### src/common/mips_config.svh
`ifndef MIPS_CONFIG_SVH
`define MIPS_CONFIG_SVH

// instruction fields
`define OPCODE_W 6
`define FUNCT_W  6

// control field widths
`define CLASS_W  4
`define STATE_W  5
`define ALUOP_W  3
`define PCSRC_W  3

// opcodes
`define OP_RTYPE 6'h00
`define OP_J     6'h02
`define OP_JAL   6'h03
`define OP_BEQ   6'h04
`define OP_BNE   6'h05
`define OP_ADDI  6'h08
`define OP_ADDIU 6'h09
`define OP_LB    6'h20
`define OP_LH    6'h21
`define OP_LW    6'h23
`define OP_SB    6'h28
`define OP_SH    6'h29
`define OP_SW    6'h2b

// funct codes under OP_RTYPE
`define FN_JR    6'h08
`define FN_ADD   6'h20
`define FN_AND   6'h24

// pc mux input wired to the exception vector
`define EXC_VEC_SEL 3'd4

`endif

### src/common/mipsCtrlPkg.sv
`include "mips_config.svh"

package mipsCtrlPkg;

    // load and store split by access size to fill the 16 codes
    typedef enum logic [`CLASS_W-1:0] {
        clsAddR, clsAndR, clsAddi, clsAddiu,
        clsLoadWord, clsLoadHalf, clsLoadByte,
        clsStoreWord, clsStoreHalf, clsStoreByte,
        clsBeq, clsBne, clsJump, clsJal, clsJr,
        clsIllegal
    } instrClass_t;

    typedef enum logic [`STATE_W-1:0] {
        sReset, sFetch, sFetchWait, sIrLoad, sDecode,
        sAluReg, sAluImm, sWriteRd, sWriteRt,
        sAddrCalc, sMemRead, sMemWait, sMdrLoad, sLoadWrite, sMemWrite,
        sBranch, sLink, sJump, sJumpReg,
        sExcSave, sExcVector
    } ctrlState_t;

    typedef enum logic [`ALUOP_W-1:0] {
        aluAdd, aluSub, aluAnd, aluPassA
    } aluOp_t;

    typedef enum logic {
        srcAPc, srcARegA
    } aluSrcA_t;

    typedef enum logic [1:0] {
        srcBRegB, srcBFour, srcBSignImm, srcBBranchOff
    } aluSrcB_t;

    typedef enum logic [`PCSRC_W-1:0] {
        pcAluResult  = 3'd0,
        pcAluOut     = 3'd1,
        pcJumpTarget = 3'd2,
        pcRegA       = 3'd3,
        pcExcVector  = `EXC_VEC_SEL
    } pcSrc_t;

    typedef enum logic [1:0] {
        dstRt, dstRd, dstRa
    } regDst_t;

    typedef enum logic [1:0] {
        wbAluOut, wbMemData, wbPcValue // wb = register write-back source
    } memToReg_t;

    typedef enum logic [1:0] {
        sizeWord, sizeHalf, sizeByte
    } accessSize_t;

    typedef enum logic {
        causeOverflow, causeIllegal
    } excCause_t;

endpackage

### src/logic/opcodeDecoder.sv
`include "mips_config.svh"

module opcodeDecoder
    import mipsCtrlPkg::*;
(
    input  logic [`OPCODE_W-1:0] opcode,
    input  logic [`FUNCT_W-1:0]  funct,
    output instrClass_t          instrClass
);

    instrClass_t rClass;

    // r-type is told apart by funct alone
    always_comb begin
        case (funct)
            `FN_ADD: rClass = clsAddR;
            `FN_AND: rClass = clsAndR;
            `FN_JR:  rClass = clsJr;
            default: rClass = clsIllegal;
        endcase
    end

    always_comb begin
        case (opcode)
            `OP_RTYPE: instrClass = rClass;
            `OP_ADDI:  instrClass = clsAddi;
            `OP_ADDIU: instrClass = clsAddiu;
            `OP_LW:    instrClass = clsLoadWord;
            `OP_LH:    instrClass = clsLoadHalf;
            `OP_LB:    instrClass = clsLoadByte;
            `OP_SW:    instrClass = clsStoreWord;
            `OP_SH:    instrClass = clsStoreHalf;
            `OP_SB:    instrClass = clsStoreByte;
            `OP_BEQ:   instrClass = clsBeq;
            `OP_BNE:   instrClass = clsBne;
            `OP_J:     instrClass = clsJump;
            `OP_JAL:   instrClass = clsJal;
            default:   instrClass = clsIllegal; // undefined opcode
        endcase
    end

endmodule

### src/control/ctrlSequencer.sv
module ctrlSequencer
    import mipsCtrlPkg::*;
(
    input  logic        clk,
    input  logic        rstN,
    input  instrClass_t instrClass,
    input  logic        overflow,
    output ctrlState_t  state
);

    ctrlState_t nextState;
    logic       isLoad;
    logic       isStore;

    always_comb begin
        isLoad  = 1'b0;
        isStore = 1'b0;
        case (instrClass)
            clsLoadWord, clsLoadHalf, clsLoadByte:    isLoad  = 1'b1;
            clsStoreWord, clsStoreHalf, clsStoreByte: isStore = 1'b1;
            default: ;
        endcase
    end

    always_ff @(posedge clk or negedge rstN) begin
        if (!rstN) begin
            state <= sReset;
        end else begin
            state <= nextState;
        end
    end

    always_comb begin
        nextState = sReset;
        case (state)
            sReset:     nextState = sFetch;
            sFetch:     nextState = sFetchWait;
            sFetchWait: nextState = sIrLoad; // instruction word arrives
            sIrLoad:    nextState = sDecode;
            sDecode: begin
                if (isLoad || isStore) begin
                    nextState = sAddrCalc;
                end else begin
                    case (instrClass)
                        clsAddR, clsAndR:   nextState = sAluReg;
                        clsAddi, clsAddiu:  nextState = sAluImm;
                        clsBeq, clsBne:     nextState = sBranch;
                        clsJump:            nextState = sJump;
                        clsJal:             nextState = sLink;
                        clsJr:              nextState = sJumpReg;
                        default:            nextState = sExcSave;
                    endcase
                end
            end
            sAluReg: begin
                // only add traps on overflow
                if (instrClass == clsAddR && overflow) begin
                    nextState = sExcSave;
                end else begin
                    nextState = sWriteRd;
                end
            end
            sAluImm: begin
                if (instrClass == clsAddi && overflow) begin
                    nextState = sExcSave;
                end else begin
                    nextState = sWriteRt; // addiu ignores the flag
                end
            end
            sWriteRd:   nextState = sFetch;
            sWriteRt:   nextState = sFetch;
            sAddrCalc:  nextState = isLoad ? sMemRead : sMemWrite;
            sMemRead:   nextState = sMemWait;
            sMemWait:   nextState = sMdrLoad;
            sMdrLoad:   nextState = sLoadWrite;
            sLoadWrite: nextState = sFetch;
            sMemWrite:  nextState = sFetch;
            sBranch:    nextState = sFetch;
            sLink:      nextState = sJump;
            sJump:      nextState = sFetch;
            sJumpReg:   nextState = sFetch;
            sExcSave:   nextState = sExcVector;
            sExcVector: nextState = sFetch;
            default:    nextState = sReset;
        endcase
    end

    stateLegal: assert property (
        @(posedge clk) disable iff (!rstN)
        state inside {[sReset:sExcVector]}
    ) else $error("state register holds an unlisted code");

    excVectorFollows: assert property (
        @(posedge clk) disable iff (!rstN)
        state == sExcSave |=> state == sExcVector
    ) else $error("sExcSave not followed by sExcVector");

endmodule

### src/control/ctrlSignalEncoder.sv
module ctrlSignalEncoder
    import mipsCtrlPkg::*;
(
    input  logic        clk,
    input  logic        rstN,
    input  ctrlState_t  state,
    input  instrClass_t instrClass,
    output logic        pcWrite,
    output logic        pcWriteCond,
    output logic        eqOrNe,
    output logic        irWrite,
    output logic        memRead,
    output logic        memWrite,
    output accessSize_t memSize,
    output logic        regWrite,
    output regDst_t     regDst,
    output memToReg_t   memToReg,
    output logic        regALoad,
    output logic        regBLoad,
    output aluSrcA_t    aluSrcA,
    output aluSrcB_t    aluSrcB,
    output aluOp_t      aluOp,
    output logic        aluOutWrite,
    output logic        mdrLoad,
    output pcSrc_t      pcSrc,
    output logic        epcWrite,
    output excCause_t   excCause
);

    accessSize_t classSize;

    always_comb begin
        case (instrClass)
            clsLoadHalf, clsStoreHalf: classSize = sizeHalf;
            clsLoadByte, clsStoreByte: classSize = sizeByte;
            default:                   classSize = sizeWord;
        endcase
    end

    always_comb begin
        pcWrite     = 1'b0;
        pcWriteCond = 1'b0;
        eqOrNe      = 1'b0;
        irWrite     = 1'b0;
        memRead     = 1'b0;
        memWrite    = 1'b0;
        memSize     = sizeWord;
        regWrite    = 1'b0;
        regDst      = dstRt;
        memToReg    = wbAluOut;
        regALoad    = 1'b0;
        regBLoad    = 1'b0;
        aluSrcA     = srcAPc;
        aluSrcB     = srcBRegB;
        aluOp       = aluAdd;
        aluOutWrite = 1'b0;
        mdrLoad     = 1'b0;
        pcSrc       = pcAluResult;
        epcWrite    = 1'b0;
        excCause    = causeOverflow;
        case (state)
            sFetch: begin
                pcWrite = 1'b1; // pc + 4
                memRead = 1'b1;
                aluSrcB = srcBFour;
            end
            sIrLoad: irWrite = 1'b1;
            sDecode: begin
                regALoad    = 1'b1;
                regBLoad    = 1'b1;
                aluSrcB     = srcBBranchOff; // branch target ahead of time
                aluOutWrite = 1'b1;
            end
            sAluReg: begin
                aluSrcA     = srcARegA;
                aluOp       = (instrClass == clsAndR) ? aluAnd : aluAdd;
                aluOutWrite = 1'b1;
            end
            sAluImm, sAddrCalc: begin
                aluSrcA     = srcARegA;
                aluSrcB     = srcBSignImm;
                aluOutWrite = 1'b1;
            end
            sWriteRd: begin
                regWrite = 1'b1;
                regDst   = dstRd;
            end
            sWriteRt: regWrite = 1'b1;
            sMemRead: begin
                memRead = 1'b1;
                memSize = classSize;
            end
            sMdrLoad: begin
                mdrLoad = 1'b1;
                memSize = classSize;
            end
            sLoadWrite: begin
                regWrite = 1'b1;
                memToReg = wbMemData;
                memSize  = classSize; // sign extension of sub-word data
            end
            sMemWrite: begin
                memWrite = 1'b1;
                memSize  = classSize;
            end
            sBranch: begin
                pcWriteCond = 1'b1;
                aluSrcA     = srcARegA;
                aluOp       = aluSub;
                pcSrc       = pcAluOut;
                eqOrNe      = (instrClass == clsBeq);
            end
            sLink: begin
                regWrite = 1'b1;
                regDst   = dstRa;
                memToReg = wbPcValue;
            end
            sJump: begin
                pcWrite = 1'b1;
                pcSrc   = pcJumpTarget;
            end
            sJumpReg: begin
                pcWrite = 1'b1;
                pcSrc   = pcRegA;
            end
            sExcSave: begin
                epcWrite = 1'b1;
                aluSrcB  = srcBFour;
                aluOp    = aluSub; // pc was already advanced in fetch
                excCause = (instrClass == clsIllegal) ? causeIllegal : causeOverflow;
            end
            sExcVector: begin
                pcWrite = 1'b1;
                pcSrc   = pcExcVector;
            end
            default: ;
        endcase
    end

    pcWriteExclusive: assert property (
        @(posedge clk) disable iff (!rstN)
        !(pcWrite && pcWriteCond)
    ) else $error("pcWrite and pcWriteCond both active");

    memAccessExclusive: assert property (
        @(posedge clk) disable iff (!rstN)
        !(memRead && memWrite)
    ) else $error("memRead and memWrite both active");

endmodule

### src/control/controlUnit.sv
`include "mips_config.svh"

module controlUnit
    import mipsCtrlPkg::*;
(
    input  logic                 clk,
    input  logic                 rstN,
    input  logic [`OPCODE_W-1:0] opcode,
    input  logic [`FUNCT_W-1:0]  funct,
    input  logic                 overflow,
    output logic                 pcWrite,
    output logic                 pcWriteCond,
    output logic                 eqOrNe,
    output logic                 irWrite,
    output logic                 memRead,
    output logic                 memWrite,
    output accessSize_t          memSize,
    output logic                 regWrite,
    output regDst_t              regDst,
    output memToReg_t            memToReg,
    output logic                 regALoad,
    output logic                 regBLoad,
    output aluSrcA_t             aluSrcA,
    output aluSrcB_t             aluSrcB,
    output aluOp_t               aluOp,
    output logic                 aluOutWrite,
    output logic                 mdrLoad,
    output pcSrc_t               pcSrc,
    output logic                 epcWrite,
    output excCause_t            excCause
);

    instrClass_t instrClass;
    ctrlState_t  state;

    opcodeDecoder decoder0 (
        .opcode     (opcode),
        .funct      (funct),
        .instrClass (instrClass)
    );

    ctrlSequencer seq0 (
        .clk        (clk),
        .rstN       (rstN),
        .instrClass (instrClass),
        .overflow   (overflow),
        .state      (state)
    );

    ctrlSignalEncoder enc0 (
        .clk         (clk),
        .rstN        (rstN),
        .state       (state),
        .instrClass  (instrClass),
        .pcWrite     (pcWrite),
        .pcWriteCond (pcWriteCond),
        .eqOrNe      (eqOrNe),
        .irWrite     (irWrite),
        .memRead     (memRead),
        .memWrite    (memWrite),
        .memSize     (memSize),
        .regWrite    (regWrite),
        .regDst      (regDst),
        .memToReg    (memToReg),
        .regALoad    (regALoad),
        .regBLoad    (regBLoad),
        .aluSrcA     (aluSrcA),
        .aluSrcB     (aluSrcB),
        .aluOp       (aluOp),
        .aluOutWrite (aluOutWrite),
        .mdrLoad     (mdrLoad),
        .pcSrc       (pcSrc),
        .epcWrite    (epcWrite),
        .excCause    (excCause)
    );

endmodule

### config.mk
export PLATFORM = sky130hd
export DESIGN_NAME = controlUnit
export DESIGN_NICKNAME = d
export VERILOG_FILES = /design/src/common/mipsCtrlPkg.sv /design/src/logic/opcodeDecoder.sv /design/src/control/ctrlSequencer.sv /design/src/control/ctrlSignalEncoder.sv /design/src/control/controlUnit.sv
export VERILOG_INCLUDE_DIRS = /design/src /design/src/common
export SDC_FILE = /design/constraint.sdc
export NUM_CORES = 1
export LEC_CHECK = 0
export ABC_AREA = 0
export BUFFER_PORTS_ARGS = -buffer_cell sky130_fd_sc_hd__buf_2
export CORE_ASPECT_RATIO = 0.5
export CORE_MARGIN = 8
export CORE_UTILIZATION = 51
export DETAILED_ROUTE_END_ITERATION = 10
export PLACE_DENSITY = 0.8
export SYNTH_ARGS = -nofsm -noshare
export SYNTH_HDL_FRONTEND = slang
export SYNTH_HIERARCHICAL = 1
export SYNTH_SLANG_ARGS = --single-unit
### constraint.sdc
create_clock -name clk -period 2.4 [get_ports clk]
set_input_delay 0.24 -clock clk [delete_from_list [all_inputs] [get_ports clk]]
set_output_delay 0.24 -clock clk [all_outputs]
set_load 0.05 [all_outputs]
==> summary.txt <==
Status
  – Outcome: complete, but fails checks
  – Failing checks: setup timing

Yosys
  – Synth area leader: dfrtp_1
  – Post-Syn Area: roughly 0.0013 mm^2
  – Synth top area cells: dfrtp_1 (9.5%), a21oi_1 (4.9%), buf_2 (4.9%), nor2b_1 (4.7%), ha_1 (3.8%)
  – Cells after Synth: ~190
  – FF+latch count, synth: 5
  – YS warnings: 6
  – Asr flop ratio synth: 100%
  – Post-synth EDFFs: 0
  – Synth Area per Inst: 7.00 um^2
  – Post-synth top area share: 9.45%
  – Most frequent cells after synthesis: a21oi_1 (13), buf_2 (13), nor2_1 (12)
  – Seq/Total Area, Yosys: a little under a tenth
  – Syn_nets: ~210
  – Main synth FF type: dfrtp_1
  – Netlist cell types: between 50 and 60

CTS
  – CTS tree: built
  – CTS sink cnt: 5
  – H-tree levels: 1
  – Clock Pin Slew Worst Setup and Hold Paths: ~0.040 ns
  – Clock Root Buffer: clkbuf_8
  – TritonCTS Buffers: 3
  – Skew-Pair Late Insertion Delay: 0.23 ns
  – Maximum root-to-sink buffer count: 2

Final layout
  – Fin area: slightly above 0.002 mm^2
  – # nets final: ~280
  – Share of cells above drive strength 1: between 40% and 50%
  – Max reg flops: 5
  – Largest regs: seq0/state: 5 flops
  – Final design utilization: between 80% and 90%
  – ANT cells: 0
  – Area Growth Syn to Fin: 55.6%
  – Biggest register: seq0/state

Timing
  – Unrepaired setup endpoints after global routing: true
  – Setup ws final: -0.0946 ns
  – WHS: between 0.3 and 0.4 ns
  – Clk_skew: 0.00597 ns
  – Max frequency: approximately 0.4 GHz
  – Final hold vios: 0
  – Min Tclk post-route: approximately 2.5 ns
  – Final Slew Violations: 0
  – Worst Tran Pin Value: 0.615 ns
  – Final setup vio count: 6
  – Slew headroom: 59.0%
  – Period utilization: 104%

Routing
  – Detail Route Antenna Nets: 0
  – DR iter-0 viols: 139
  – Routed wire per std cell: 16.6 um
  – Routed wire length: 4.89 mm
  – Drt first pass iters: 5
  – Routed vias: approximately 1800
  – DRC Markers: 0
  – Vias per cell: slightly below 6

Setup path
  – Worst setup SP type: input pin
  – Critical R2R Launch: seq0/state[4]$_DFF_PN0_
  – Crit-path max cell delay: about 0.54 ns
  – Critical path's top delay family: simple AND/OR/NAND/NOR gates
  – Buf+Inv Stages, Crit Path: 4
  – CP max FO: 4
  – Worst path slowest cell: or4_4
  – R2R depth: 5
  – R2R Setup Slk: ~0.7 ns
  – Crit-path most repeated cell: buf_4
  – Critical path class: input pin to flip-flop
  – R2R Path End: seq0/state[2]$_DFF_PN0_
  – Crit-path cells: buf_6 > or4_4 > a211oi_2 > a311oi_2 > buf_4 > o21ai_4 > inv_2 > ha_4 > buf_4 > and4bb_2 > nor4_1 > o21ai_0 > o211ai_1
  – Worst path arrival time: 2.63 ns
  – CP required: between 2 and 3 ns
  – Crit path capture type: flip-flop

Job
  – MaxCap Viol Count: 0

Global routing
  – GRT Util Overall: 18.3%
  – Gr ovfl total: 0
  – Initial antenna violation count: 0
  – Pin count of the biggest net entering global routing: 24
  – First-pass GRT wire length: 6.89 mm
  – Vias in the first global route: ~1600

Placed design
  – GP Congestion: 0.791
  – # port buffers: 41
  – Post-Place Worst Slack: -0.196 ns
  – Post-DP HPWL: around 3.1 mm
  – Placed cell area: ~0.0018 mm^2

Die
  – DIE AREA: about 0.0046 mm^2
  – Core area: between 0.002 and 0.003 mm^2
  – Die Height: ~52 um
  – I/O Pins: 43
  – Rows: 13
  – Starting density of the core: a little over half
  – Die W: between 80 and 90 um

Power and ir drop
  – Total power: between 2000 and 2500 uW
  – Pwr dens: between 900 and 1000 mW/mm^2
  – Worst vdd ir: 0.000673 V
  – LEAKAGE: about 0.00094 uW

Worst hold path
  – Hold Crit Class: input pin to asynchronous set/reset pin
[worst max path at each step]
| stage | cells after the start | start | slack (ns) | to |
|---|---|---|---|---|
| after floorplan | 11 | opcode[1] | -0.16 | seq0/state[2]$_DFF_PN0_ |
| after global placement | 11 | opcode[4] | -0.14 | seq0/state[2]$_DFF_PN0_ |
| after detailed placement | 11 | opcode[4] | -0.20 | seq0/state[2]$_DFF_PN0_ |
| after CTS | 12 | opcode[1] | 0.02 | memSize[1] |
| after global routing | 10 | funct[1] | -0.18 | aluOp[1] |
| final | 13 | opcode[4] | -0.09 | seq0/state[2]$_DFF_PN0_ |
[report_power, final]
group          switching (uW)  internal (uW)
clock network            50.4            115
logic                    1110            529
registers                99.4            126
[worst register-to-register path, cell delays in order, from the launching register on]
cell and delay, ns:
dfrtp_1 0.48, buf_4 0.26, nand2b_1 0.21, nor4_1 0.32, o21ai_0 0.18, o211ai_1 0.16
[cell usage in the layout, fill, tap and decap left out, types with 4 or more instances in the layout]
cell type and n:
buf_4 40, buf_2 33, a21oi_1 13, nand2_1 10, nor2_1 10, nor2b_1 9, buf_6 9, o21ai_0 8
nor3_1 6, nor3b_1 5, nand2b_1 5, dfrtp_1 5, inv_1 4, nand3_1 4, nand3b_1 4
[through the flow]
| stage | setup TNS [ns] | instances |
|---|---|---|
| 6_report | -0.221 | 294 |
| 3_5_place_dp | -1.10 | 281 |
| 2_1_floorplan | -0.447 | 189 |
| 4_1_cts | 0 | 288 |
| 3_3_place_gp | -0.487 | 281 |
| 5_1_grt | -0.934 | 294 |
[what timing repair did]
item | 4_1_cts | 5_1_grt
buffers inserted | 2 | 6
hold buffers | 1 | 0
cloned | 0 | 0
pin swaps | 3 | 7
resized for setup | 11 | 19
endpoints found under the hold margin | 5 | 0
endpoints found under the setup margin | 5 | 9
[kinds of logic (layout without fill, tap and decap cells)]
group	Yosys count	after routing	synth area share [%]
buffers and inverters	25	93	9.45
AOI/OAI and AO/OA	52	52	25.9
muxes	3	3	2.27
adders and majority gates	4	4	3.78
DFF	5	5	9.45
and+or+nand+nor	94	94	45.6
xor gates and xnor gates	5	5	3.31
other	1	1	0.283
[layout make-up]
cell class              count  area (um^2)
multi-input cells         159         1240
repair buffers             83          577
fillers                   169          478
flip-flops and latches      5          125
well taps                  37         46.3
clock buffers               4         45.0
inverters                   6         22.5
[layer usage]
| metal | track usage [%] | vias up | share of wire (%) |
|---|---|---|---|
| met5 | 0 | - | 0 |
| met4 | 9.42 | 0 | 5.1 |
| met3 | 2.66 | 25 | 7.4 |
| met2 | 34.6 | 100 | 50 |
| met1 | 19.7 | 796 | 37 |
| li1 | - | 832 | - |
(Power assumes the default switching activity.)
